`src/logic/bus_pkg.sv`:
```
`default_nettype none

package bus_pkg;

    // ####################################################################
    // Address map
    // ####################################################################

    typedef enum logic [3:0] {
        REGION_RAM_LO  = 4'h2,
        REGION_RAM_HI  = 4'h3,
        REGION_UART_LO = 4'h4,
        REGION_UART_HI = 4'h5,
        REGION_TMR_LO  = 4'h6,
        REGION_TMR_HI  = 4'h7
    } region_e;                            // Any other nibble is unmapped

    typedef enum logic [1:0] {
        SIZE_BYTE = 2'd0,
        SIZE_HALF = 2'd1,
        SIZE_WORD = 2'd2                   // 2'd3 is also taken as a word
    } size_e;

    typedef logic [31:0] addr_t;
    typedef logic [31:0] data_t;

    // ####################################################################
    // Two decodings of the same address word
    // ####################################################################

    typedef struct packed {
        region_e     region;
        logic [25:0] word_idx;
        logic [1:0]  byte_off;
    } mem_view_t;

    typedef struct packed {
        region_e     region;
        logic [23:0] unused_hi;
        logic [1:0]  reg_sel;              // Peripheral register select
        logic [1:0]  unused_lo;
    } reg_view_t;

    typedef union packed {
        mem_view_t mem;                    // RAM view
        reg_view_t regs;                   // Peripheral view
    } bus_addr_u;

endpackage

`default_nettype wire

```
`src/logic/bus_decode.sv`:
```
`default_nettype none

module bus_decode (
    input  wire logic           i_clk,
    input  wire logic           i_reset,
    input  wire logic           i_bus_req,
    input  wire bus_pkg::addr_t i_bus_addr,
    input  wire logic           i_ram_gnt,
    input  wire logic           i_uart_gnt,
    input  wire logic           i_tmr_gnt,
    input  wire bus_pkg::data_t i_ram_rdata,
    input  wire bus_pkg::data_t i_uart_rdata,
    input  wire bus_pkg::data_t i_tmr_rdata,
    output logic                o_ram_req,
    output logic                o_uart_req,
    output logic                o_tmr_req,
    output logic                o_bus_gnt,
    output bus_pkg::data_t      o_bus_rdata
);
    import bus_pkg::*;

    region_e region;
    region_e region_q;                     // Region of the access in flight
    logic    unmapped_req;
    logic    unmapped_gnt_q;

    assign region = region_e'(i_bus_addr[31:28]);

    always_comb begin
        o_ram_req    = 1'b0;
        o_uart_req   = 1'b0;
        o_tmr_req    = 1'b0;
        unmapped_req = 1'b0;
        case (region)
            REGION_RAM_LO, REGION_RAM_HI:   o_ram_req  = i_bus_req;
            REGION_UART_LO, REGION_UART_HI: o_uart_req = i_bus_req;
            REGION_TMR_LO, REGION_TMR_HI:   o_tmr_req  = i_bus_req;
            default:                        unmapped_req = i_bus_req;
        endcase
    end

    always_ff @(posedge i_clk) begin
        if (i_bus_req) begin
            region_q <= region;
        end
    end

    // Nobody else answers a hole in the map, so grant it here
    always_ff @(posedge i_clk) begin
        if (i_reset) begin
            unmapped_gnt_q <= 1'b0;
        end else begin
            unmapped_gnt_q <= unmapped_req;
        end
    end

    assign o_bus_gnt = i_ram_gnt | i_uart_gnt | i_tmr_gnt | unmapped_gnt_q;

    always_comb begin
        case (region_q)
            REGION_RAM_LO, REGION_RAM_HI:   o_bus_rdata = i_ram_rdata;
            REGION_UART_LO, REGION_UART_HI: o_bus_rdata = i_uart_rdata;
            REGION_TMR_LO, REGION_TMR_HI:   o_bus_rdata = i_tmr_rdata;
            default:                        o_bus_rdata = '0;
        endcase
    end

endmodule

`default_nettype wire

```
`config.mk`:
```
export PLATFORM = sky130hd
export DESIGN_NAME = bus_decode
export DESIGN_NICKNAME = d
export VERILOG_FILES = /design/src/logic/bus_pkg.sv /design/src/logic/bus_decode.sv
export SDC_FILE = /design/constraint.sdc
export NUM_CORES = 1
export LEC_CHECK = 0
export BUFFER_PORTS_ARGS = -buffer_cell sky130_fd_sc_hd__buf_2
export CAP_MARGIN = 5
export CORE_AREA = 3 3 65 67
export CTS_BUF_LIST = sky130_fd_sc_hd__clkbuf_4 sky130_fd_sc_hd__clkbuf_8
export DETAILED_ROUTE_END_ITERATION = 12
export DIE_AREA = 0 0 68 70
export PLACE_DENSITY = 0.77
export SLEW_MARGIN = 20
export SYNTH_ARGS = -nofsm -noshare
export SYNTH_HDL_FRONTEND = slang
export SYNTH_SLANG_ARGS = --single-unit
```
`constraint.sdc`:
```
create_clock -name i_clk -period 1.5 [get_ports i_clk]
set_clock_uncertainty 0.1 [all_clocks]
set_input_delay 0.225 -clock i_clk [delete_from_list [all_inputs] [get_ports i_clk]]
set_output_delay 0.225 -clock i_clk [all_outputs]
set_load 0.1 [all_outputs]
```
==> impl_metrics.tcl, run 1 <==
set metrics [dict create \
    p_per_area_mw_per_mm2 764 \
    synth_area_mm2 0.00102 \
    n_antenna_cell 0 \
    startpoint_type "register" \
    synth_area_per_cell_um2 8.26 \
    htree_num_levels 1 \
    synth_fp_nets 257 \
    die_y_um 70 \
    initial_utilization_pct 27.5 \
    syn_to_final_growth_pct 196 \
    drtIter0Drc 51 \
    crit_fanout 9 \
    antenna_found_initial 0 \
    cp-startpoint "region_q[2]$_DFFE_PP_" \
    viasPerCell 5.15 \
    fin_nets 403 \
    run_status "finished, violations left" \
    use_met1_pct 20.2 \
    max_freq_ghz 0.518 \
    cts_sinks 4 \
    rows 22 \
    place_ws_ns -0.191 \
    fin_cells 316 \
    routed_wl_um 5450 \
    synth-edff-count 3 \
    cts_tree "done" \
    cts.clk_slew.worst_paths_ns 0.04 \
    seq_area_frac_synth_pct 10.8 \
    max_slew_margin_pct 71.8 \
    arrival_ns 1.61 \
    worstSetupPathType "register to primary output" \
    cts_made_buffers 3 \
    postSynthCellCount 123 \
    synth_common_cells "a211oi_1, a21oi_1, mux2i_1" \
    hpwl_um 3970 \
    gr-usage-met2_pct 36.2 \
    postCtsHoldBufs 0 \
    required_ns 1.17 \
    cts_root_buf "clkbuf_8" \
    fp.dieW_um 68 \
    vias 1628 \
    hold_viol_final 0 \
    finalMaxSlewViolations 0 \
    fin_crit_ns 1.93 \
    grt.total_usage_pct 18.9 \
    dr.pass1.iters 4 \
    rsz0062_at_grt "true" \
    p_leak_uw 0.00130 \
    grt_max_degree 41 \
    grt_pass1_wl_um 7170 \
    portBuffers 140 \
    synth-seq-cells 4 \
    synthDistinctLibCells 16 \
    dominantRegCellSynth "edfxtp_1" \
    min_period_over_period_pct 129 \
    gp_congestion 0.740 \
    cap_viol_max_count 0 \
    ys_warn_count 0 \
    grt_pass1_vias 1548 \
    yosys.area.top_type "mux2i_1" \
    drc 0 \
    critPathCaptureType "primary output" \
    worst_slack_ns -0.431 \
    die_area_mm2 0.00476 \
    failed_checks "negative setup slack" \
    synth_top_area_share_pct 31.5 \
    wl_per_cell_um 17.3 \
    setup_viol_count_final 32 \
    cts.path.max_buffers 2 \
    place_inst 305 \
    synthArstFlopShare_pct 0 \
    min-delay-start "i_bus_addr[29]" \
    core_area_mm2 0.00369 \
    io_pins 170 \
    postRouteAntennaNets 0 \
    grt-ovfl-total 0 \
    busiest_layer "met2" \
    synth.area.top_cells "mux2i_1, a211oi_1, a21oi_1, edfxtp_1, buf_12" \
    hold_class "input pin to register" \
    worst_ir_drop_vdd_mv 0.527 \
    use_met3_pct 4.18 \
    worst_pin_slew_ns 0.423 \
    layout-drive-gt1-share_pct 78.4 \
]
logic make-up after synthesis:
| group | Yosys count | synth area share (%) |
|---|---|---|
| buffers and inverters | 17 | 12.9 |
| flip-flops | 4 | 10.8 |
| AO/OA/AOI/OAI | 65 | 40.1 |
| AND/OR/NAND/NOR | 5 | 4.56 |
| multiplexers | 32 | 31.5 |
worst max-delay path, stage by stage, from the launching register on:
cell       delay (ns)
edfxtp_1         0.37
buf_6            0.17
clkbuf_16        0.18
mux2i_1          0.18
a211oi_4         0.28
buf_12           0.21
where the power goes:
group | internal [µW] | total [µW] | switching (µW) | leakage (µW)
Sequential | 129 | 137 | 7.88 | 0.0000376
Combinational | 738 | 1900 | 1160 | 0.00124
Clock | 201 | 267 | 66.9 | 0.0000262
flip-flops by register name (all words and copies together) (netlist names):
name / flops
unmapped_gnt_q: 1
region_q: 3
final timing paths:
| kind | to | slack (ns) | cells past startpoint |
|---|---|---|---|
| max | o_bus_rdata[11] | -0.43 | 5 |
| min | region_q[1]$_DFFE_PP_ | 0.18 | 1 |
final cells by class:
cell class	instances	area (µm²)
repair buffers	158	1530
multi-input cells	102	1260
fillers	214	679
flip-flops and latches	4	110
well taps	48	60.1
clock buffers	4	48.8
layout by cell type, fill, tap and decap left out:
cell | synthesis | layout
clkbuf_8 | 0 | 3
and3b_1 | 1 | 1
mux2i_2 | 0 | 5
buf_6 | 1 | 5
and4b_1 | 1 | 1
mux2i_1 | 32 | 27
or4_4 | 0 | 1
a21oi_2 | 0 | 8
o21bai_1 | 1 | 1
clkbuf_16 | 0 | 5
buf_4 | 1 | 4
dfxtp_1 | 1 | 1
nor4bb_4 | 0 | 2
a211oi_4 | 0 | 32
clkbuf_4 | 0 | 1
a21oi_1 | 32 | 24
edfxtp_1 | 3 | 3
buf_12 | 3 | 40
buf_2 | 6 | 104
per-layer routing:
metal | routed length, µm | share of wire [%]
met1 | 1920 | 35
met2 | 3070 | 56
met3 | 448 | 8.2
met4 | 14 | 0.26
met5 | 0 | 0
repair_timing:
action / CTS / global route
cloned: 0 / 5
pin swaps: 0 / 8
buffers inserted: 0 / 2
setup endpoints to repair: 33 / 33
resized for setup: 1 / 18
metrics by stage:
step                total power (µW)  TNS (ns)  hold slack (ns)  utilization [%]  instance area (µm²)
detailed placement              1940     -4.84            0.400             74.9                 2760
global placement                1910     -3.88            0.395             74.9                 2760
global route                    2370    -13.39            0.185             81.6                 3010
finish                          2300    -12.02            0.180             81.6                 3010
CTS                             2210    -12.67            0.175             76.3                 2810
floorplan                       1330    -17.04            0.224                -                 1470
Note: power is estimated with default switching activity, not from simulation.
==> run 2, diff against run 1 <==
--- a/config.mk
+++ b/config.mk
@@ -5,13 +5,14 @@
 export SDC_FILE = /design/constraint.sdc
 export NUM_CORES = 1
 export LEC_CHECK = 0
+export ABC_AREA = 1
 export BUFFER_PORTS_ARGS = -buffer_cell sky130_fd_sc_hd__buf_2
 export CAP_MARGIN = 5
-export CORE_AREA = 3 3 65 67
+export CORE_MARGIN = 3
+export CORE_UTILIZATION = 31
 export CTS_BUF_LIST = sky130_fd_sc_hd__clkbuf_4 sky130_fd_sc_hd__clkbuf_8
 export DETAILED_ROUTE_END_ITERATION = 12
-export DIE_AREA = 0 0 68 70
-export PLACE_DENSITY = 0.77
+export PLACE_DENSITY = 0.8
 export SLEW_MARGIN = 20
 export SYNTH_ARGS = -nofsm -noshare
 export SYNTH_HDL_FRONTEND = slang
==> impl_metrics.tcl, run 2 <==
set metrics [dict create \
    ys_warn_count 0 \
    worst_pin_slew_ns 0.483 \
    p_leak_uw 0.00165 \
    drtIter0Drc 410 \
    final_common_cell "buf_2" \
    finalMaxSlewViolations 0 \
    synth_top_family_by_area "simple AND/OR/NAND/NOR gates" \
    synth_common_cells "nand4_1, nand3_1, buf_4" \
    cts_sinks 4 \
    crit_chain "clkinv_4 > buf_12 > buf_12 > nand4_1 > nand3_4 > buf_12" \
    grt_max_degree 37 \
    viasPerCell 7.14 \
    drc 0 \
    core_area_mm2 0.00352 \
    clkPwrFrac_pct 11.6 \
    max_slew_margin_pct 68.0 \
    mostFrequentLayoutCells "buf_2, nand4_1, buf_12" \
    critPathCaptureType "primary output" \
    cap_viol_max_count 0 \
    worst-path-buf-inv 4 \
    syn_to_final_growth_pct 185 \
    p_per_area_mw_per_mm2 703 \
    cts_root_buf "clkbuf_8" \
    hold_class "input pin to register" \
    vias 2720 \
    combPwrFrac_pct 82.6 \
    grt.total_usage_pct 33.5 \
    failed_checks "negative setup slack" \
    antenna_found_initial 0 \
    run_status "finished, violations left" \
    arrival_ns 1.66 \
    wl_per_cell_um 28.3 \
    cts_tree "done" \
    cts.path.max_buffers 2 \
    required_ns 1.17 \
    postRouteAntennaNets 0 \
    dominantRegCellSynth "edfxtp_1" \
    synth-seq-cells 4 \
    use_met1_pct 36.9 \
    hpwl_um 4680 \
    fin_nets 470 \
    crit_top_cell "buf_12" \
    portBuffers 141 \
    synthArstFlopShare_pct 0 \
    rsz0062_at_grt "true" \
    hold_viol_final 0 \
    die_area_mm2 0.00465 \
    fillCellCount 60 \
    gr-usage-met2_pct 57.0 \
    setup_viol_count_final 32 \
    cp_top_family "buffers and inverters" \
    crit_fanout 8 \
    routed_wl_um 10800 \
    grt_pass1_wl_um 11500 \
    synth_area_mm2 0.00120 \
    grt-ovfl-total 0 \
    yosys.cell_count.top_type "nand4_1" \
    initial_utilization_pct 34.0 \
    synth_mux_area_share_pct 0 \
    cts.clk_slew.worst_paths_ns 0.04 \
    rows 21 \
    io_pins 170 \
    synth.area.top_cells "nand4_1, nand3_1, buf_4, buf_6, edfxtp_1" \
    seqPwrFrac_pct 5.7 \
    max_freq_ghz 0.504 \
    dr.pass1.iters 5 \
    postCtsHoldBufs 0 \
    largest_registers "region_q: 3 flops, unmapped_gnt_q: 1 flops" \
    final_cell_area_mm2 0.00341 \
    synth_compound_area_share_pct 0.418 \
    yosys.area_share.adder_pct 0 \
    gp_congestion 0.720 \
    p_int_uw 1120 \
    crit_slowest_cell "edfxtp_1" \
    cp_slowest_stage_delay_ns 0.45 \
    top_register "region_q" \
    power_switching_share_pct 53.3 \
    synth-edff-count 3 \
    synth-simple-area-share_pct 67.4 \
    largest_reg_flops 3 \
    fin_crit_ns 1.98 \
    layout-drive-gt1-share_pct 66.9 \
    worst_slack_ns -0.485 \
    seq_area_frac_synth_pct 9.19 \
    htree_num_levels 1 \
    die_y_um 68.2 \
    postSynthCellCount 181 \
    yosys.area.top_type "nand4_1" \
    synth_area_per_cell_um2 6.62 \
    dpl_cell_area_mm2 0.00284 \
    synth_fp_nets 315 \
    synth_xor_xnor_area_share_pct 0 \
    use_met3_pct 9.36 \
    startpoint_type "register" \
    synth_top_area_share_pct 48.5 \
    power_uw 2400 \
    n_antenna_cell 0 \
    cts_made_buffers 3 \
    min_period_over_period_pct 132 \
    grt_pass1_vias 2232 \
    switchingPower_uw 1280 \
    busiest_layer "met2" \
    synthDistinctLibCells 17 \
    fp.dieW_um 68.2 \
    worst_ir_drop_vdd_mv 0.764 \
    worstSetupPathType "register to primary output" \
]
run 2: changes by cell type in the layout (fill, tap and decap cells not counted), sizes merged, moves of 4 or more:
cell,change
nand4,+93
nor2,+5
nand3,+35
a21oi,-31
a211oi,-32
nand2,+4
buf,+18
mux2i,-32
run 2: path summary, 6_finish.rpt:
kind	start	end	slack (ns)	depth (start not counted)
hold / removal	i_bus_addr[31]	region_q[3]$_DFFE_PP_	0.12	1
setup / recovery	region_q[3]$_DFFE_PP_	o_bus_rdata[12]	-0.48	6
run 2: cell type report:
cell class | instances | area (µm²) | area share, %
clock buffer | 4 | 48.8 | 1.43
tap | 46 | 57.6 | 1.69
multi-input combinational | 141 | 1240 | 36.4
inverter | 6 | 45.0 | 1.32
sequential | 4 | 110 | 3.23
timing repair buffer | 180 | 1910 | 56.0
run 2: what timing repair did:
action | 4_1_cts | 5_1_grt
pin swaps | 36 | 48
gates resized for setup | 14 | 8
buffers inserted | 6 | 7
endpoints found under the setup margin | 32 | 32
gates cloned | 6 | 13
run 2: logic make-up (layout without fill, tap and decap cells):
kind of cell / Yosys count / count (layout)
simple gates: 140 / 140
buf+inv: 36 / 190
flops: 4 / 4
compound gates: 1 / 1
run 2: power groups by stage:
stage               Clock (µW)  Combinational (µW)  Sequential, µW
floorplan                    0                1060             133
global placement             0                1620             138
detailed placement           0                1650             139
CTS                        273                1800             135
global route               293                2020             138
finish                     279                1980             138
run 2: per-layer routing:
metal | wire (µm) | share of wire (%)
met1 | 3580 | 33
met2 | 4960 | 46
met3 | 1360 | 13
met4 | 883 | 8.2
met5 | 0 | 0
run 2: stage by stage:
stage | setup WS, ns | hold slack (ns) | util, % | instances | TNS, ns
detailed placement | -0.144 | 0.336 | 80.7 | 349 | -2.29
CTS | -0.302 | 0.105 | 90.0 | 365 | -9.34
global placement | -0.0805 | 0.334 | 80.7 | 349 | -1.11
finish | -0.485 | 0.120 | 96.9 | 381 | -12.45
floorplan | -0.347 | 0.224 | - | 181 | -0.731
global route | -0.604 | 0.124 | 96.9 | 381 | -13.65
