===== src/logic/bus_pkg.sv =====
`default_nettype none

package bus_pkg;

    // ####################################################################
    // Address map
    // ####################################################################

    typedef enum logic [3:0] {
        REGION_RAM_LO  = 4'h2,
        REGION_RAM_HI  = 4'h3,
        REGION_UART_LO = 4'h4,
        REGION_UART_HI = 4'h5,
        REGION_TMR_LO  = 4'h6,
        REGION_TMR_HI  = 4'h7
    } region_e;                            // Any other nibble is unmapped

    typedef enum logic [1:0] {
        SIZE_BYTE = 2'd0,
        SIZE_HALF = 2'd1,
        SIZE_WORD = 2'd2                   // 2'd3 is also taken as a word
    } size_e;

    typedef logic [31:0] addr_t;
    typedef logic [31:0] data_t;

    // ####################################################################
    // Two decodings of the same address word
    // ####################################################################

    typedef struct packed {
        region_e     region;
        logic [25:0] word_idx;
        logic [1:0]  byte_off;
    } mem_view_t;

    typedef struct packed {
        region_e     region;
        logic [23:0] unused_hi;
        logic [1:0]  reg_sel;              // Peripheral register select
        logic [1:0]  unused_lo;
    } reg_view_t;

    typedef union packed {
        mem_view_t mem;                    // RAM view
        reg_view_t regs;                   // Peripheral view
    } bus_addr_u;

endpackage

`default_nettype wire


===== src/logic/periph_pkg.sv =====
`default_nettype none

package periph_pkg;

    // ####################################################################
    // UART transmitter registers
    // ####################################################################

    localparam logic [1:0] UART_REG_DATA   = 2'd0;  // Write side
    localparam logic [1:0] UART_REG_STATUS = 2'd0;  // Read side

    localparam int UART_ST_BUSY = 0;
    localparam int UART_ST_DONE = 1;                 // Sticky, drives the irq

    // ####################################################################
    // Interval timer registers
    // ####################################################################

    localparam logic [1:0] TMR_REG_COMPARE = 2'd0;  // Write side
    localparam logic [1:0] TMR_REG_COUNT   = 2'd0;  // Read side

endpackage

`default_nettype wire


===== src/logic/uart_tx.sv =====
`default_nettype none

module uart_tx #(
    parameter int CLKS_PER_BIT = 8
) (
    input  wire logic               i_clk,
    input  wire logic               i_reset,
    input  wire logic               i_req,
    input  wire logic               i_we,
    input  wire bus_pkg::bus_addr_u i_addr,
    input  wire bus_pkg::data_t     i_wdata,
    output logic                    o_gnt,
    output bus_pkg::data_t          o_rdata,
    output logic                    o_tx,
    output logic                    o_irq
);
    import bus_pkg::*;
    import periph_pkg::*;

    localparam int CNT_W = (CLKS_PER_BIT > 1) ? $clog2(CLKS_PER_BIT) : 1;

    typedef enum logic [1:0] {
        ST_IDLE,
        ST_START,
        ST_DATA,
        ST_STOP
    } state_e;

    state_e           state_q;
    logic [CNT_W-1:0] baud_cnt_q;
    logic [2:0]       bit_idx_q;
    logic [7:0]       shift_q;
    logic             done_q;
    logic             bit_end;
    logic             data_wr;
    logic             status_rd;
    data_t            status_word;

    assign data_wr   = i_req & i_we & (i_addr.regs.reg_sel == UART_REG_DATA);
    assign status_rd = i_req & ~i_we & (i_addr.regs.reg_sel == UART_REG_STATUS);
    assign bit_end   = (baud_cnt_q == CNT_W'(CLKS_PER_BIT - 1));

    // ####################################################################
    // 8N1 serializer
    // ####################################################################

    always_ff @(posedge i_clk) begin
        if (i_reset) begin
            state_q    <= ST_IDLE;
            baud_cnt_q <= '0;
            bit_idx_q  <= '0;
            done_q     <= 1'b0;
        end else begin
            if (status_rd) begin
                done_q <= 1'b0;            // Read clears, new completion wins below
            end
            baud_cnt_q <= bit_end ? '0 : baud_cnt_q + 1'b1;
            case (state_q)
                ST_IDLE: begin
                    baud_cnt_q <= '0;
                    if (data_wr) begin
                        state_q <= ST_START;
                    end
                end
                ST_START: begin
                    if (bit_end) begin
                        state_q   <= ST_DATA;
                        bit_idx_q <= '0;
                    end
                end
                ST_DATA: begin
                    if (bit_end) begin
                        bit_idx_q <= bit_idx_q + 1'b1;
                        if (bit_idx_q == 3'd7) begin
                            state_q <= ST_STOP;
                        end
                    end
                end
                default: begin
                    if (bit_end) begin
                        state_q <= ST_IDLE;
                        done_q  <= 1'b1;
                    end
                end
            endcase
        end
    end

    always_ff @(posedge i_clk) begin
        if (state_q == ST_IDLE && data_wr) begin
            shift_q <= i_wdata[7:0];       // Writes while busy are dropped
        end else if (state_q == ST_DATA && bit_end) begin
            shift_q <= shift_q >> 1;
        end
    end

    always_comb begin
        case (state_q)
            ST_START: o_tx = 1'b0;
            ST_DATA:  o_tx = shift_q[0];   // LSB first
            default:  o_tx = 1'b1;
        endcase
    end

    assign o_irq = done_q;

    // ####################################################################
    // Bus side
    // ####################################################################

    always_comb begin
        status_word               = '0;
        status_word[UART_ST_BUSY] = (state_q != ST_IDLE);
        status_word[UART_ST_DONE] = done_q;
    end

    always_ff @(posedge i_clk) begin
        if (i_req) begin
            o_rdata <= status_rd ? status_word : '0;
        end
    end

    always_ff @(posedge i_clk) begin
        if (i_reset) begin
            o_gnt <= 1'b0;
        end else begin
            o_gnt <= i_req;
        end
    end

endmodule

`default_nettype wire


===== config.mk =====
export PLATFORM = sky130hd
export DESIGN_NAME = uart_tx
export DESIGN_NICKNAME = d
export VERILOG_FILES = /design/src/logic/bus_pkg.sv /design/src/logic/periph_pkg.sv /design/src/logic/uart_tx.sv
export SDC_FILE = /design/constraint.sdc
export NUM_CORES = 1
export LEC_CHECK = 0
export ABC_AREA = 1
export BUFFER_PORTS_ARGS = -buffer_cell sky130_fd_sc_hd__buf_2
export CAP_MARGIN = 15
export CORE_MARGIN = 10
export CORE_UTILIZATION = 41
export DETAILED_ROUTE_END_ITERATION = 10
export GPL_TIMING_DRIVEN = 0
export PLACE_DENSITY_LB_ADDON = 0.3
export REMOVE_ABC_BUFFERS = 1
export SLEW_MARGIN = 20
export SYNTH_ARGS = -nofsm -noshare
export SYNTH_HDL_FRONTEND = slang
export SYNTH_SLANG_ARGS = --single-unit

===== constraint.sdc =====
create_clock -name i_clk -period 4.3 [get_ports i_clk]
set_input_delay 0.43 -clock i_clk [delete_from_list [all_inputs] [get_ports i_clk]]
set_output_delay 0.43 -clock i_clk [all_outputs]
set_load 0.03 [all_outputs]

==> impl_metrics.csv, run 1 <==
group,metric,value,unit
yosys,synth_flop_cell,"edfxtp_1",
timing,rsz0062_at_grt,"no",
cells_and_area,area_growth,2.24,%
place,portBuffers,18,
timing,slew_viol_final,0,
timing,max_freq,0.513,GHz
yosys,netlist.area_leader.share,0.244,
detailed_routing,wl_per_cell,10.9,um
floorplanning,die_w,74.7,um
floorplanning,rows,19,
yosys,ys_async_sr_fraction,0,
global_route,gr-total-overflow,0,
setup_path,crit_buf_inv,2,
clocking,cts_tree,"built",
floorplanning,die_h,74.7,um
run_status,outcome,"complete, no violations",
setup_path,required,3.87,ns
cells_and_area,layout-drive-gt1-share,0.201,
global_route,grt_pass1_vias,874,
setup_path,crit_arrival,1.52,ns
floorplanning,core_area,0.00281,mm^2
detailed_routing,ant_nets,0,
power_and_ir_drop,vdd_drop_max,0.166,mV
detailed_routing,drtPass1Iterations,3,
detailed_routing,drc_errors,0,
yosys,ys_top_cells_by_area,"edfxtp_1, buf_4, dfxtp_1, nand2_1, ha_1",
timing,fin_setup_tns,0,ns
clocking,cts_resized,0,
global_route,grtUsageTotal,0.0802,
clocking,post_cts_buffers,0,
yosys,synth-seq-cells,20,
global_route,grt_pass1_wl,3600,um
global_route,grt_antenna_before_repair,0,
setup_path,critPathKind,"reg2out",
cells_and_area,final_core_util,0.448,
yosys,syn_inst,144,
yosys,synth_edf_count,10,
cells_and_area,n_antenna_cell,0,
clocking,path_clk_slew,0.11,ns
clocking,htree_levels,1,
detailed_routing,routed_wl,2130,um
floorplanning,start_util,0.438,
setup_path,crit_chain,"inv_1 -> ha_1 -> o21ai_0 -> buf_2",
setup_path,max_stage_delay,0.40,ns
yosys,synth_area_per_cell,8.53,um^2
timing,min_period_over_period,0.454,
job,drv_cap,0,
cells_and_area,fin_area,0.00126,mm^2
setup_path,endpoint_kind,"output pin",
yosys,synthDistinctLibCells,19,
global_route,grt_start_max_net_pins,17,
setup_path,regToRegStartpoint,"state_q[0]$_SDFFE_PP0P_",
place,placed_area,0.00123,mm^2
clocking,cts_made_buffers,3,
detailed_routing,drtIter0Drc,77,
clocking,clock_sinks,20,
clocking,clock_path_buffers,2,
timing,finalSetupViolCount,0,
min_path,hp-start,"i_reset",
setup_path,crit_start,"state_q[0]$_SDFFE_PP0P_",
yosys,ys_seq_area_frac,0.407,
min_path,hold_class,"in2reg",
floorplanning,io-pin-count,103,
place,gp_congestion,0.656,
setup_path,cp_top_family,"flip-flops",
timing,period_minus_slack,1.95,ns
clocking,cts-hold-fix-buffers,0,
cells_and_area,final_common_cell,"conb_1",
cells_and_area,instances_no_fill,195,
power_and_ir_drop,power.density,372,mW/mm^2
setup_path,cp-start-kind,"register",
power_and_ir_drop,power,467,uW
place,placed_cells,191,
power_and_ir_drop,leakagePower,0.000657,uW
clocking,cts_root_buf,"clkbuf_4",
timing,hold_viol_final,0,
cells_and_area,fill_cells,281,
clocking,clock_latency,0.30,ns
yosys,synth_area,0.00123,mm^2
cells_and_area,fin_nets,241,
place,place_hpwl,1810,um
detailed_routing,num_vias,805,
timing,finClkSkew,0.00807,ns
cells_and_area,final_cell_mix,"conb_1, nand2_1, inv_1",
yosys,synth_top_area_cell,"edfxtp_1",
floorplanning,dieArea,0.00559,mm^2
detailed_routing,routed_via_density,4.13,
setup_path,critPathMaxFanout,7,
setup_path,cpMaxStageDelayCell,"dfxtp_1",
yosys,synth_warnings,0,
registers in the layout (all words and copies together) (netlist names):
name	cells
shift_q	8
baud_cnt_q	3
bit_idx_q	3
o_rdata	2
state_q	2
o_gnt	1
o_irq	1
cell type report:
type                    count  area (um^2)  share of cell area
clock buffers               3         22.5              0.0179
clock inverters             1         3.75             0.00299
inverters                  23         86.3              0.0687
multi-input cells          99          514               0.409
flip-flops and latches     20          500               0.398
well taps                  31         38.8              0.0309
repair buffers             18         90.1              0.0717
through the flow:
step	setup slack [ns]	hold WS (ns)
2_1_floorplan	2.50	0.399
3_3_place_gp	2.48	0.408
3_5_place_dp	2.48	0.423
4_1_cts	2.33	0.356
5_1_grt	2.24	0.349
6_report	2.35	0.359
worst register-to-register path, stage by stage, from the launching register on:
cell	delay [ns]
dfxtp_1	0.36
inv_1	0.10
ha_1	0.28
nand3_2	0.34
nand2_1	0.41
per-layer routing:
layer,share of wire,global-route usage
met4,0.0056,0.0231
met2,0.51,0.148
met5,0,0
met1,0.40,0.0766
met3,0.086,0.0407
cells by family (layout without fill, tap and decap cells):
family / Yosys count / after routing / share of synthesized area
other cells: 1 / 30 / 0.00305
flops: 20 / 20 / 0.407
fa+ha+maj: 8 / 8 / 0.0815
simple gates: 44 / 44 / 0.153
buf+inv: 54 / 45 / 0.263
compound gates: 17 / 17 / 0.0927
final timing paths:
check	to	slack, ns	cells past startpoint
min	o_irq$_SDFF_PP0_	0.36	2
max	o_tx	2.35	4
min reg2reg	baud_cnt_q[0]$_SDFF_PP0_	0.43	1
max reg2reg	shift_q[2]$_DFFE_PP_	2.48	4
where the power goes:
part | internal [uW] | leakage (uW) | switching, uW
Combinational | 41.8 | 0.000467 | 112
Sequential | 215 | 0.000175 | 8.13
Clock | 33.8 | 0.0000154 | 55.6
Total | 291 | 0.000657 | 176
synthesized netlist by cell type (3+ instances only):
cell      number
a21oi_1        6
nand2_1       27
edfxtp_1      10
nor2_1        10
dfxtp_1       10
ha_1           8
inv_1         22
o21ai_2        7
buf_4         30
nand3_1        3
o21ai_0        3
(Power assumes the default switching activity.)
==> run 2, diff against run 1 <==
--- a/config.mk
+++ b/config.mk
@@ -9,7 +9,7 @@
 export BUFFER_PORTS_ARGS = -buffer_cell sky130_fd_sc_hd__buf_2
 export CAP_MARGIN = 15
 export CORE_MARGIN = 10
-export CORE_UTILIZATION = 41
+export CORE_UTILIZATION = 38
 export DETAILED_ROUTE_END_ITERATION = 10
 export GPL_TIMING_DRIVEN = 0
 export PLACE_DENSITY_LB_ADDON = 0.3
==> constraint.sdc (replaced) <==
create_clock -name i_clk -period 2 [get_ports i_clk]
set_input_delay 0.2 -clock i_clk [delete_from_list [all_inputs] [get_ports i_clk]]
set_output_delay 0.2 -clock i_clk [all_outputs]
set_load 0.03 [all_outputs]
==> run 2 against run 1 <==
Via count grew 1.7%. Non-clock buffer count is the same. Die area grew 5.8%. Final area grew 3.6%. Critical path depth is the same. Hold slack lost 0.23 ns. Clock skew grew 0.0038 ns. Total power grew 140%. Sequential share of layout area shrank 1.4 points. Critical endpoint is now shift_q[6]$_DFFE_PP_. Largest power group unchanged. Highest routed layer unchanged.
==> impl_metrics.csv, run 2 (synthesis results as in run 1) <==
group,metric,value,unit
run_status,outcome,"complete, no violations",
clocking,cts_made_buffers,3,
cells_and_area,layout-drive-gt1-share,0.213,
detailed_routing,num_vias,819,
cells_and_area,fill_cells,328,
detailed_routing,routed_wl,2210,um
clocking,post_cts_buffers,0,
detailed_routing,ant_nets,0,
place,portBuffers,18,
clocking,clock_sinks,20,
setup_path,cp-start-kind,"register",
power_and_ir_drop,power.density,874,mW/mm^2
clocking,cts_root_buf,"clkbuf_4",
setup_path,required,2.00,ns
setup_path,crit_arrival,1.73,ns
timing,rsz0062_at_grt,"no",
clocking,clock_path_buffers,2,
cells_and_area,fin_nets,241,
cells_and_area,final_common_cell,"conb_1",
clocking,cts-hold-fix-buffers,0,
place,place_ws,0.162,ns
power_and_ir_drop,sw_frac_of_total,0.336,
timing,min_period_over_period,0.866,
cells_and_area,largest_reg_flops,8,
timing,fin_setup_tns,0,ns
clocking,path_clk_slew,0.12,ns
floorplanning,rows,20,
global_route,grt_antenna_before_repair,0,
power_and_ir_drop,combPwrFrac,0.288,
global_route,grt_pass1_wl,3950,um
timing,finalSetupViolCount,0,
clocking,htree_levels,1,
timing,period_minus_slack,1.73,ns
clocking,cts_tree,"built",
job,drv_cap,0,
global_route,grtUsageTotal,0.0802,
floorplanning,core_area,0.00308,mm^2
timing,max_freq,0.577,GHz
power_and_ir_drop,vdd_drop_max,0.347,mV
setup_path,critPathKind,"reg2reg",
clocking,cts_resized,0,
timing,slew_viol_final,0,
global_route,grt_start_max_net_pins,17,
detailed_routing,wl_per_cell,10.6,um
cells_and_area,ff_latch_area,500,um^2
floorplanning,io-pin-count,103,
timing,hold_viol_final,0,
clocking,clock_latency,0.30,ns
setup_path,critPathMaxFanout,16,
power_and_ir_drop,power_frac_seq,0.423,
power_and_ir_drop,leakagePower,0.000669,uW
timing,finClkSkew,0.0119,ns
detailed_routing,drtIter0Drc,24,
detailed_routing,drc_errors,0,
floorplanning,die_w,76.9,um
detailed_routing,routed_via_density,3.94,
global_route,grt_pass1_vias,913,
place,place_hpwl,1850,um
min_path,hold_class,"in2reg",
cells_and_area,final_core_util,0.423,
cells_and_area,area_growth,5.91,%
cells_and_area,multiInputGateArea,517,um^2
floorplanning,die_h,76.9,um
floorplanning,dieArea,0.00591,mm^2
global_route,gr-total-overflow,0,
cells_and_area,n_antenna_cell,0,
place,gp_congestion,0.790,
setup_path,endpoint_kind,"register",
floorplanning,start_util,0.399,
cells_and_area,largest_registers,"shift_q: 8 flops, baud_cnt_q: 3 flops, bit_idx_q: 3 flops",
timing,setup_ws,0.267,ns
cells_and_area,top_register,"shift_q",
power_and_ir_drop,p_clk_frac,0.289,
detailed_routing,drtPass1Iterations,4,
power_and_ir_drop,intPower,755,uW
power_and_ir_drop,switchingPower,382,uW
cells_and_area,final_cell_mix,"conb_1, nand2_1, inv_1",
==> run 2: cell types whose count changed in the layout (fill, tap and decap cells not counted) <==
| cell | before | now |
|---|---|---|
| nand2_2 | 1 | 2 |
| nand2_1 | 27 | 26 |
| clkinv_1 | 1 | 0 |
| bufinv_16 | 0 | 1 |
==> run 2: per-stage QoR <==
step | std cells | total power (uW) | hold WS (ns) | area (um^2)
after global routing | 208 | 1220 | 0.121 | 1300
after global placement | 204 | 802 | 0.409 | 1250
after detailed placement | 204 | 817 | 0.426 | 1250
after floorplan | 142 | 749 | 0.269 | 1100
after CTS | 208 | 1150 | 0.129 | 1300
final | 208 | 1140 | 0.133 | 1300
==> run 2: critical path, stage by stage (launching register included) <==
cell	delay [ns]
dfxtp_1	0.37
inv_1	0.09
ha_1	0.28
nand3_2	0.36
nand2_2	0.32
==> run 2: final cells by class <==
class                           instances  area share
Timing Repair Buffer                   18      0.0692
Clock buffer                            3      0.0173
Multi-Input combinational cell         99       0.397
Clock inverter                          1      0.0231
Sequential cell                        20       0.385
Inverter                               23      0.0663
Tap cell                               44      0.0423
==> run 2: worst paths after layout <==
| check | from | end | slack [ns] | depth (start not counted) |
|---|---|---|---|---|
| worst max-delay path | state_q[1]$_SDFFE_PP0P_ | shift_q[6]$_DFFE_PP_ | 0.27 | 4 |
| worst min-delay path | i_reset | bit_idx_q[2]$_SDFFE_PP0P_ | 0.13 | 2 |
| worst max register to register | state_q[1]$_SDFFE_PP0P_ | shift_q[6]$_DFFE_PP_ | 0.27 | 4 |
| worst min register to register | baud_cnt_q[0]$_SDFF_PP0_ | baud_cnt_q[0]$_SDFF_PP0_ | 0.44 | 1 |
==> run 2: per-layer routing <==
layer,routed length (um),up-vias,share of wire,GRT usage
li1,-,429,-,-
met1,935,358,0.42,0.0829
met2,1120,30,0.51,0.140
met3,143,2,0.065,0.0326
met4,14,0,0.0063,0.0335
met5,0,-,0,0
==> run 2: power groups by stage <==
stage | clock, uW | combinational, uW | sequential [uW]
2_1_floorplan | 0 | 258 | 492
3_3_place_gp | 0 | 314 | 488
3_5_place_dp | 0 | 327 | 491
4_1_cts | 339 | 327 | 481
5_1_grt | 369 | 369 | 485
6_report | 328 | 328 | 481
