### src/logic/bus_pkg.sv
`default_nettype none

package bus_pkg;

    // ####################################################################
    // Address map
    // ####################################################################

    typedef enum logic [3:0] {
        REGION_RAM_LO  = 4'h2,
        REGION_RAM_HI  = 4'h3,
        REGION_UART_LO = 4'h4,
        REGION_UART_HI = 4'h5,
        REGION_TMR_LO  = 4'h6,
        REGION_TMR_HI  = 4'h7
    } region_e;                            // Any other nibble is unmapped

    typedef enum logic [1:0] {
        SIZE_BYTE = 2'd0,
        SIZE_HALF = 2'd1,
        SIZE_WORD = 2'd2                   // 2'd3 is also taken as a word
    } size_e;

    typedef logic [31:0] addr_t;
    typedef logic [31:0] data_t;

    // ####################################################################
    // Two decodings of the same address word
    // ####################################################################

    typedef struct packed {
        region_e     region;
        logic [25:0] word_idx;
        logic [1:0]  byte_off;
    } mem_view_t;

    typedef struct packed {
        region_e     region;
        logic [23:0] unused_hi;
        logic [1:0]  reg_sel;              // Peripheral register select
        logic [1:0]  unused_lo;
    } reg_view_t;

    typedef union packed {
        mem_view_t mem;                    // RAM view
        reg_view_t regs;                   // Peripheral view
    } bus_addr_u;

endpackage

`default_nettype wire

### src/logic/periph_pkg.sv
`default_nettype none

package periph_pkg;

    // ####################################################################
    // UART transmitter registers
    // ####################################################################

    localparam logic [1:0] UART_REG_DATA   = 2'd0;  // Write side
    localparam logic [1:0] UART_REG_STATUS = 2'd0;  // Read side

    localparam int UART_ST_BUSY = 0;
    localparam int UART_ST_DONE = 1;                 // Sticky, drives the irq

    // ####################################################################
    // Interval timer registers
    // ####################################################################

    localparam logic [1:0] TMR_REG_COMPARE = 2'd0;  // Write side
    localparam logic [1:0] TMR_REG_COUNT   = 2'd0;  // Read side

endpackage

`default_nettype wire

### src/logic/interval_timer.sv
`default_nettype none

module interval_timer (
    input  wire logic               i_clk,
    input  wire logic               i_reset,
    input  wire logic               i_req,
    input  wire logic               i_we,
    input  wire bus_pkg::bus_addr_u i_addr,
    input  wire bus_pkg::data_t     i_wdata,
    output logic                    o_gnt,
    output bus_pkg::data_t          o_rdata,
    output logic                    o_irq
);
    import bus_pkg::*;
    import periph_pkg::*;

    data_t count_q;
    data_t count_next;
    data_t compare_q;
    data_t compare_next;
    logic  armed_q;
    logic  irq_q;
    logic  compare_wr;
    logic  count_rd;
    logic  match_next;

    assign compare_wr = i_req & i_we & (i_addr.regs.reg_sel == TMR_REG_COMPARE);
    assign count_rd   = i_req & ~i_we & (i_addr.regs.reg_sel == TMR_REG_COUNT);

    always_comb begin
        count_next   = compare_wr ? '0 : count_q + 1'b1;
        compare_next = compare_wr ? i_wdata : compare_q;
        match_next   = (count_next == compare_next);
    end

    always_ff @(posedge i_clk) begin
        compare_q <= compare_next;
    end

    // Irq rises with the matching count, N+1 cycles after the write request
    always_ff @(posedge i_clk) begin
        if (i_reset) begin
            count_q <= '0;
            armed_q <= 1'b0;
            irq_q   <= 1'b0;
        end else begin
            count_q <= count_next;
            if (compare_wr) begin
                armed_q <= 1'b1;
                irq_q   <= match_next;     // Compare of 0 matches at once
            end else if (armed_q && match_next) begin
                irq_q   <= 1'b1;           // Level, held until next compare write
            end
        end
    end

    assign o_irq = irq_q;

    always_ff @(posedge i_clk) begin
        if (i_req) begin
            o_rdata <= count_rd ? count_q : '0;
        end
    end

    always_ff @(posedge i_clk) begin
        if (i_reset) begin
            o_gnt <= 1'b0;
        end else begin
            o_gnt <= i_req;
        end
    end

endmodule

`default_nettype wire

### config.mk
export PLATFORM = sky130hd
export DESIGN_NAME = interval_timer
export DESIGN_NICKNAME = d
export VERILOG_FILES = /design/src/logic/bus_pkg.sv /design/src/logic/periph_pkg.sv /design/src/logic/interval_timer.sv
export SDC_FILE = /design/constraint.sdc
export NUM_CORES = 1
export LEC_CHECK = 0
export BUFFER_PORTS_ARGS = -buffer_cell sky130_fd_sc_hd__buf_2
export CAP_MARGIN = 10
export CORE_MARGIN = 10
export CORE_UTILIZATION = 50
export DETAILED_ROUTE_END_ITERATION = 6
export GPL_ROUTABILITY_DRIVEN = 0
export PLACE_DENSITY = 0.74
export SYNTH_ARGS = -nofsm -noshare
export SYNTH_HDL_FRONTEND = slang
export SYNTH_SLANG_ARGS = --single-unit
### constraint.sdc
create_clock -name i_clk -period 3.21 [get_ports i_clk]
set_input_delay 0.321 -clock i_clk [delete_from_list [all_inputs] [get_ports i_clk]]
set_output_delay 0.321 -clock i_clk [all_outputs]
set_load 0.05 [all_outputs]
==> metrics.cfg, run 1 <==
[routing]
viasPerCell = 5.23
drc_errors = 0
drtIter0Drc = 126
post_drt_wl_per_cell_um = 15.7
drt-pass1-iter-count = 5
wirelength_um = 9960
num_vias = 3329
ant_nets = 0

[clock_tree]
cts_max_level = 3
post_cts_buffers = 0
cts_sinks = 99
cts_buffers = 9
cts-resized-gates = 0
holdBufCountCts = 0
clk_pin_slew_ns = 0.10
cts_tree = built
worstSkewPairLatency_ns = 0.36
cts_buffer_depth = 2
clockRootBuffer = clkbuf_8

[grt]
grt_pass1_wl_um = 16200
grtUsageTotal_pct = 15.2
grt_max_degree = 34
grt_pass1_vias = 3344
antenna_found_initial = 0
grt_overflow = 0

[place]
postPlaceCellArea_mm2 = 0.00499
pre_cts_slack_ns = 0.359
port_buffers = 71
hpwl_um = 7370

[floorplanning]
die_h_um = 116
io_pins = 102
initial_core_util_pct = 51.9
die_w_um = 116
fp.coreArea_mm2 = 0.00881
dieArea_mm2 = 0.0134
row_count = 34

[final_layout]
fin_nets = 592
n_fill_cell = 743
final_cell_mix = 93 x nand2_1, 71 x buf_2, 67 x dfxtp_1, 42 x nor2_1, 36 x and2_1
final_common_cell = nand2_1
diodes = 0
drive_gt1_share_pct = 21.2
final_area_mm2 = 0.00515
syn_to_final_growth_pct = 12.7

[yosys]
synth.avg_cell_area_um2 = 10.1
synth_edf_count = 32
yosysSeqAreaShare_pct = 50.4
ys.flop_type = dfxtp_1
yosysUniqueCellTypes = 53
synth_nets = 523
syn-instance-count = 454
ys_ff_latch = 99
synth-warning-count = 0
syn_area_mm2 = 0.00457
postSynth.asyncResetShare_pct = 0

[setup_path]
path_max_fanout = 9
required_ns = 3.48
crit_type = flop to flop
reg2reg_slack_ns = 0.31
crit_arrival_ns = 3.17
reg2reg_depth = 8
cp-startpoint = count_q[3]
r2r-end = o_irq
r2r_start = count_q[3]
cp-start-kind = flop
crit_path_end_kind = flop

[sta]
slew_headroom_pct = 58.7
setup_tns_ns = 0
setup_viol = 0
worstMarginPinSlew_ns = 0.619
max_freq_ghz = 0.345
fin_worst_skew_ns = 0.0104
post-route-period-util_pct = 90.3
rsz0062_at_grt = false
fin_ws_ns = 0.311
layout_min_cycle_time_ns = 2.90
hold_viol = 0
drv_slew = 0

[pwr]
fin_total_pwr_mw = 2.52
ir_drop_v = 0.000264
power_density_mw_per_mm2 = 490
leakage_nw = 2.19

[hold_path]
hold_depth = 3
min_from = i_wdata[21]
hold_path_end = compare_q[21]
hold_path_class = input port to flop

[job]
cap_violations = 0

[status]
status = completed

==> registers in the layout (all words and copies together) (netlist names) <==
| signal | cells |
|---|---|
| count_q | 32 |
| o_irq | 1 |
| compare_q | 32 |
| o_rdata | 32 |
| armed_q | 1 |
| o_gnt | 1 |
==> area by class of cell <==
| cell class | instances | area (um2) | share of cell area (%) |
|---|---|---|---|
| flip-flops and latches | 99 | 2300 | 44.7 |
| inverters | 3 | 11.3 | 0.219 |
| repair buffers | 79 | 415 | 8.07 |
| multi-input cells | 331 | 2120 | 41.2 |
| well taps | 108 | 135 | 2.62 |
| clock inverters | 5 | 31.3 | 0.608 |
| clock buffers | 11 | 131 | 2.55 |
==> metrics by stage <==
| step | util (%) | hold slack [ns] | cells |
|---|---|---|---|
| floorplan | - | 0.393 | 454 |
| global placement | 56.6 | 0.446 | 620 |
| detailed placement | 56.6 | 0.447 | 620 |
| CTS | 58.5 | 0.150 | 636 |
| global route | 58.5 | 0.153 | 636 |
| finish | 58.5 | 0.158 | 636 |
==> where the power goes <==
part | switching, mW | leakage [nW] | internal, mW
clock | 0.420 | 0.0746 | 0.279
sequential | 0.0635 | 0.881 | 1.39
combinational | 0.207 | 1.23 | 0.161
==> synth_stat cells, types with 2 or more instances <==
library cell,instances,share of area (%)
a21o_1,2,0.33
a21oi_1,7,0.77
a31oi_1,2,0.27
and2_1,36,4.9
and2_2,2,0.33
and3_1,5,0.68
and4_1,5,0.96
buf_6,4,0.99
clkbuf_1,13,1.1
clkbuf_8,2,0.60
dfxtp_1,67,29
edfxtp_1,32,21
inv_1,3,0.25
mux2_2,4,0.99
nand2_1,93,7.6
nand2b_1,3,0.41
nand3_1,14,1.5
nand4_1,10,1.4
nand4_4,2,0.93
nor2_1,42,3.5
nor2b_1,3,0.41
nor3_1,4,0.44
nor4_1,6,0.82
nor4_2,4,1.1
nor4b_1,2,0.38
o21ai_0,3,0.33
o41ai_1,2,0.38
xnor2_1,27,5.2
xor2_1,27,5.2
xor3_1,5,2.6
==> logic make-up (layout without fill, tap and decap cells) <==
family                   count (synthesis)  in the layout  share of synthesized area, %
AND/OR/NAND/NOR                        240            240                          27.3
XOR/XNOR                                61             61                          13.8
buffers and inverters                   24             98                          3.18
AO/OA/AOI/OAI                           25             25                          4.05
multiplexers                             4              4                         0.986
adder cells (fa/ha/maj)                  1              1                         0.274
flip-flops                              99             99                          50.4
==> critical path, cell delays in order, from the launching register on <==
cell and delay [ns]:
dfxtp_1 0.56, nand4_1 0.41, nor4_2 0.50, nand2_1 0.18, xnor2_1 0.20, nand4_1 0.14, nor4_1 0.43, o221ai_2 0.16
o31ai_2 0.24
==> layer usage <==
layer | share of wire [%] | vias up | track usage, %
met3 | 5.3 | 12 | 3.41
met5 | 0 | - | 0
met4 | 1.6 | 0 | 5.91
li1 | - | 1674 | -
met2 | 48 | 87 | 24.8
met1 | 45 | 1556 | 19.3
==> worst max path at each step <==
stage	end	slack [ns]
after floorplan	o_irq	0.73
after global placement	o_irq	0.41
after detailed placement	o_irq	0.36
after CTS	o_irq	0.31
after global routing	o_irq	0.07
final	o_irq	0.31
Note: power is estimated with default switching activity, not from simulation.
==> run 2: changes to the inputs <==
--- a/config.mk
+++ b/config.mk
@@ -12,6 +12,7 @@
 export DETAILED_ROUTE_END_ITERATION = 6
 export GPL_ROUTABILITY_DRIVEN = 0
 export PLACE_DENSITY = 0.74
+export REMOVE_ABC_BUFFERS = 1
 export SYNTH_ARGS = -nofsm -noshare
 export SYNTH_HDL_FRONTEND = slang
 export SYNTH_SLANG_ARGS = --single-unit
==> run 2 against run 1 <==
Compared with the run above:
- clock skew rose by 0.0052 ns
- non-clock buffer count grew 2
- via count down 0.12%
- clock-buffer cell count shrank 1
- setup slack got worse by 0.034 ns
- sequential power about the same
- critical path depth rose by 2
- global-route usage grew 0.41 points
- critical endpoint unchanged
- largest cell class unchanged
- largest power group unchanged
==> metrics.cfg, run 2 (synthesis results as in run 1) <==
[clock_tree]
worstSkewPairLatency_ns = 0.36  ; about the same
cts_buffer_depth = 2  ; unchanged
cts_buffers = 9  ; unchanged
clockRootBuffer = clkbuf_8
cts_tree = built
clk_pin_slew_ns = 0.10  ; about the same
cts_sinks = 99  ; unchanged
cts_max_level = 3  ; unchanged
holdBufCountCts = 0  ; unchanged

[routing]
post_drt_wl_per_cell_um = 15.9  ; +1.3%
drtIter0Drc = 176  ; +40%
ant_nets = 0  ; unchanged
drc_errors = 0  ; unchanged
drt-pass1-iter-count = 4  ; -1
wirelength_um = 10100  ; +1.7%
num_vias = 3325  ; -0.12%
viasPerCell = 5.21  ; -0.43%

[floorplanning]
row_count = 34  ; unchanged
io_pins = 102  ; unchanged
die_h_um = 116  ; unchanged
dieArea_mm2 = 0.0134  ; unchanged
die_w_um = 116  ; unchanged
initial_core_util_pct = 51.9  ; unchanged
fp.coreArea_mm2 = 0.00881  ; unchanged

[hold_path]
hold_path_class = input port to flop
min_from = i_wdata[24]

[final_layout]
diodes = 0  ; unchanged
final_util_pct = 58.9  ; +0.41 points
finalNonFillerCells = 638  ; +0.31%
drive_gt1_share_pct = 22.1  ; +0.86 points
final_common_cell = nand2_1
final_cell_mix = 93 x nand2_1, 71 x buf_2, 67 x dfxtp_1, 42 x nor2_1, 36 x and2_1
syn_to_final_growth_pct = 13.5
reg_top3 = compare_q: 32 flops, count_q: 32 flops, o_rdata: 32 flops
final_area_mm2 = 0.00518  ; +0.70%
fin_nets = 594  ; +0.34%

[setup_path]
crit_type = flop to flop
path_max_fanout = 8  ; -1
cp.buffers_inverters = 1  ; +1
slowest_stage = dfxtp_1
r2r_start = count_q[0]
reg2reg_slack_ns = 0.28  ; -0.03 ns
required_ns = 3.49  ; about the same
cp-start-kind = flop
crit_family = simple AND/OR/NAND/NOR gates
max_stage_delay_ns = 0.48  ; -0.08 ns
crit_path_end_kind = flop
crit_arrival_ns = 3.21  ; +0.04 ns
crit_chain = ha_1, nand3_4, nor4_4, buf_4, nand4_1, xor2_1, xnor2_1, nor4_1, o221ai_2, o31ai_2
cp-startpoint = count_q[0]

[job]
cap_violations = 0  ; unchanged

[place]
postPlaceCellArea_mm2 = 0.00499  ; unchanged
port_buffers = 71  ; unchanged
pre_cts_slack_ns = 0.339  ; -0.0195 ns
hpwl_um = 7520  ; +2.0%
dp_cells = 620  ; unchanged

[sta]
fin_ws_ns = 0.277  ; -0.0341 ns
rsz0062_at_grt = false
hold_viol = 0  ; unchanged
post-route-period-util_pct = 91.4  ; +1.1 points
setup_tns_ns = 0  ; unchanged
layout_min_cycle_time_ns = 2.93  ; +0.0341 ns
slew_headroom_pct = 43.2  ; -16 points
setup_viol = 0  ; unchanged
drv_slew = 0  ; unchanged
worstMarginPinSlew_ns = 0.844  ; +0.225 ns
whs_ns = 0.150  ; -0.00858 ns
max_freq_ghz = 0.341  ; -1.2%
fin_worst_skew_ns = 0.0155  ; +0.00517 ns

[grt]
grtUsageTotal_pct = 15.6  ; +0.41 points
antenna_found_initial = 0  ; unchanged
grt_max_degree = 34  ; unchanged
grt_pass1_vias = 3328  ; -0.48%
grt_pass1_wl_um = 16600  ; +2.0%
grt_overflow = 0  ; unchanged

[pwr]
leakage_nw = 2.21  ; +1.2%
power_density_mw_per_mm2 = 492  ; +0.53%
ir_drop_v = 0.000257  ; -2.5%
fin_total_pwr_mw = 2.55  ; +1.2%

[status]
status = completed

[run 2: cell types whose count changed in the layout (fill, tap and decap cells not counted), sizes merged]
cell | previous run | this run
clkbuf | 11 | 10
buf | 79 | 81
clkinv | 3 | 0
inv | 3 | 5
clkinvlp | 2 | 4
[run 2: path summary, 6_finish.rpt]
| check | depth (start not counted) | to |
|---|---|---|
| setup / recovery | 10 | o_irq |
| hold / removal | 3 | compare_q[24] |
| setup reg to reg | 10 | o_irq |
| hold reg to reg | 2 | compare_q[30] |
[run 2: power breakdown]
group | total, mW | leakage (nW) | internal [mW] | switching [mW]
clock network | 0.730 | 0.0755 | 0.288 | 0.442
logic | 0.367 | 1.26 | 0.161 | 0.206
registers | 1.46 | 0.881 | 1.39 | 0.0663
total | 2.55 | 2.21 | 1.84 | 0.714
[run 2: tightest hold or removal path, stage by stage]
cell and delay (ns):
buf_2 0.08, nand2_1 0.04, nand2_1 0.04
[run 2: metal layers]
metal,up-vias,GRT usage [%],part of all wire (%)
li1,1678,-,-
met1,1548,20.0,44
met2,89,24.9,48
met3,10,2.95,6.1
met4,0,7.60,1.7
met5,-,0,0
[run 2: cell type report]
class | instances | area (um2)
timing repair buffer | 81 | 430
fill | 774 | 3620
clock buffer | 10 | 128
multi-input combinational | 331 | 2130
clock inverter | 6 | 47.5
inverter | 3 | 11.3
tap | 108 | 135
sequential | 99 | 2300
[run 2: timing repair]
action	4_1_cts	5_1_grt
hold endpoints to repair	0	0
endpoints found under the setup margin	0	1
buffers inserted	0	2
gates resized for setup	0	1
==> run 3: changes to the inputs <==
--- a/config.mk
+++ b/config.mk
@@ -7,6 +7,7 @@
 export LEC_CHECK = 0
 export BUFFER_PORTS_ARGS = -buffer_cell sky130_fd_sc_hd__buf_2
 export CAP_MARGIN = 10
+export CORE_ASPECT_RATIO = 0.9
 export CORE_MARGIN = 10
 export CORE_UTILIZATION = 50
 export DETAILED_ROUTE_END_ITERATION = 6
==> run 3 against run 2 <==
Compared with the run above:
- combinational power is essentially flat
- register-to-register slack gained 0.04 ns
- sequential cell count is the same
- clock skew shrank 0.0048 ns
- cell area is essentially flat
- core utilization shrank 1.3 points
- critical path depth shrank 1
- setup slack gained 0.043 ns
- routed wire length shrank 1.3%
- fmax grew 1.5%
- critical path type unchanged
- critical endpoint unchanged
==> metrics.cfg, run 3 (synthesis results as in run 1) <==
[hold_path]
min_from = i_wdata[30]
hold_path_class = input port to flop

[floorplanning]
io_pins = 102  ; unchanged
dieArea_mm2 = 0.0134  ; about the same
row_count = 33  ; -2.9%
die_w_um = 121  ; +4.5%
fp.coreArea_mm2 = 0.00900  ; +2.2%
die_h_um = 111  ; -4.2%
initial_core_util_pct = 50.8  ; -1.1 points

[clock_tree]
post_cts_buffers = 0  ; unchanged
holdBufCountCts = 0  ; unchanged
cts_buffer_depth = 2  ; unchanged
cts_sinks = 99  ; unchanged
cts_tree = built
worstSkewPairLatency_ns = 0.35  ; about the same
cts_max_level = 3  ; unchanged
clockRootBuffer = clkbuf_8
cts_buffers = 9  ; unchanged
clk_pin_slew_ns = 0.09  ; about the same
cts-resized-gates = 0  ; unchanged

[setup_path]
crit_chain = ha_1, nand3_4, or2_1, nor2_2, a31oi_1, nor4_1, a21oi_1, or4b_1, o31ai_2
crit_type = flop to flop
r2r_start = count_q[0]
crit_path_end_kind = flop
cp-startpoint = count_q[0]
crit_family = simple AND/OR/NAND/NOR gates
required_ns = 3.49  ; about the same
crit_arrival_ns = 3.17  ; -0.04 ns
slowest_stage = or4b_1
path_max_fanout = 8  ; unchanged
max_stage_delay_ns = 0.53  ; +0.05 ns
cp-start-kind = flop
cp.buffers_inverters = 0  ; -1

[grt]
grt_overflow = 0  ; unchanged
grtUsageTotal_pct = 14.9  ; -0.69 points
grt_pass1_vias = 3273  ; -1.7%
grt_pass1_wl_um = 16200  ; -1.9%
antenna_found_initial = 0  ; unchanged
grt_max_degree = 34  ; unchanged

[place]
dp_cells = 635  ; +2.4%
pre_cts_slack_ns = 0.347  ; +0.00737 ns
port_buffers = 71  ; unchanged
postPlaceCellArea_mm2 = 0.00501  ; +0.50%
hpwl_um = 7450  ; -0.94%

[final_layout]
final_common_cell = nand2_1
fin_nets = 593  ; -0.17%
drive_gt1_share_pct = 21.6  ; -0.53 points
n_fill_cell = 801  ; +3.5%
final_area_mm2 = 0.00518  ; about the same
finalNonFillerCells = 651  ; +2.0%
final_util_pct = 57.6  ; -1.3 points
syn_to_final_growth_pct = 13.4  ; about the same
reg_top3 = compare_q: 32 flops, count_q: 32 flops, o_rdata: 32 flops
diodes = 0  ; unchanged
final_cell_mix = 93 x nand2_1, 71 x buf_2, 67 x dfxtp_1, 42 x nor2_1, 36 x and2_1

[routing]
drtIter0Drc = 198  ; +13%
num_vias = 3360  ; +1.1%
drc_errors = 0  ; unchanged
viasPerCell = 5.16  ; -0.97%
drt-pass1-iter-count = 5  ; +1
ant_nets = 0  ; unchanged
wirelength_um = 10000  ; -1.3%
post_drt_wl_per_cell_um = 15.4  ; -3.2%

[status]
status = completed

[sta]
setup_tns_ns = 0  ; unchanged
drv_slew = 0  ; unchanged
rsz0062_at_grt = false
whs_ns = 0.163  ; +0.0135 ns
fin_ws_ns = 0.320  ; +0.0426 ns
hold_viol = 0  ; unchanged
post-route-period-util_pct = 90.0  ; -1.3 points
setup_viol = 0  ; unchanged
slew_headroom_pct = 53.7  ; +10 points
max_freq_ghz = 0.346  ; +1.5%
fin_worst_skew_ns = 0.0107  ; -0.00481 ns
worstMarginPinSlew_ns = 0.688  ; -0.156 ns
layout_min_cycle_time_ns = 2.89  ; -0.0426 ns

[pwr]
fin_total_pwr_mw = 2.53  ; -0.87%
ir_drop_v = 0.000252  ; -2.0%
leakage_nw = 2.20  ; -0.55%
power_density_mw_per_mm2 = 488  ; -0.79%

[job]
cap_violations = 0  ; unchanged

run 3: cell count changes in the layout (fill, tap and decap cells not counted), sizes merged:
cell      delta
clkinv       +4
clkinvlp     -3
inv          -2
buf          -1
clkbuf       +1
run 3: cell type report:
class / count / area, um2 / area share, %
well taps: 122 / 153 / 2.95
inverters: 3 / 11.3 / 0.217
repair buffers: 80 / 423 / 8.16
multi-input cells: 331 / 2120 / 41.0
clock buffers: 11 / 141 / 2.73
flip-flops and latches: 99 / 2300 / 44.4
clock inverters: 5 / 28.8 / 0.555
run 3: tightest hold or removal path, cell delays in order:
cell and delay (ns):
buf_2 0.09, nand2_1 0.04, nand2_1 0.04
run 3: report_power, final:
group / switching [mW] / internal, mW / total (mW) / leakage, nW
logic: 0.206 / 0.162 / 0.368 / 1.24
clock network: 0.408 / 0.299 / 0.707 / 0.0844
registers: 0.0661 / 1.39 / 1.45 / 0.881
total: 0.681 / 1.85 / 2.53 / 2.20
run 3: final timing paths:
path | endpoint | slack, ns | cells after the start
worst max-delay path | o_irq | 0.32 | 9
worst max register to register | o_irq | 0.32 | 9
worst min register to register | compare_q[11] | 0.46 | 2
worst min-delay path | compare_q[30] | 0.16 | 3
run 3: metal layers:
| metal | vias up | part of all wire, % | track usage (%) |
|---|---|---|---|
| met5 | - | 0 | 0 |
| met4 | 0 | 1.6 | 5.23 |
| met3 | 11 | 7.9 | 4.58 |
| met2 | 108 | 47 | 23.7 |
| met1 | 1563 | 44 | 18.7 |
| li1 | 1678 | - | - |
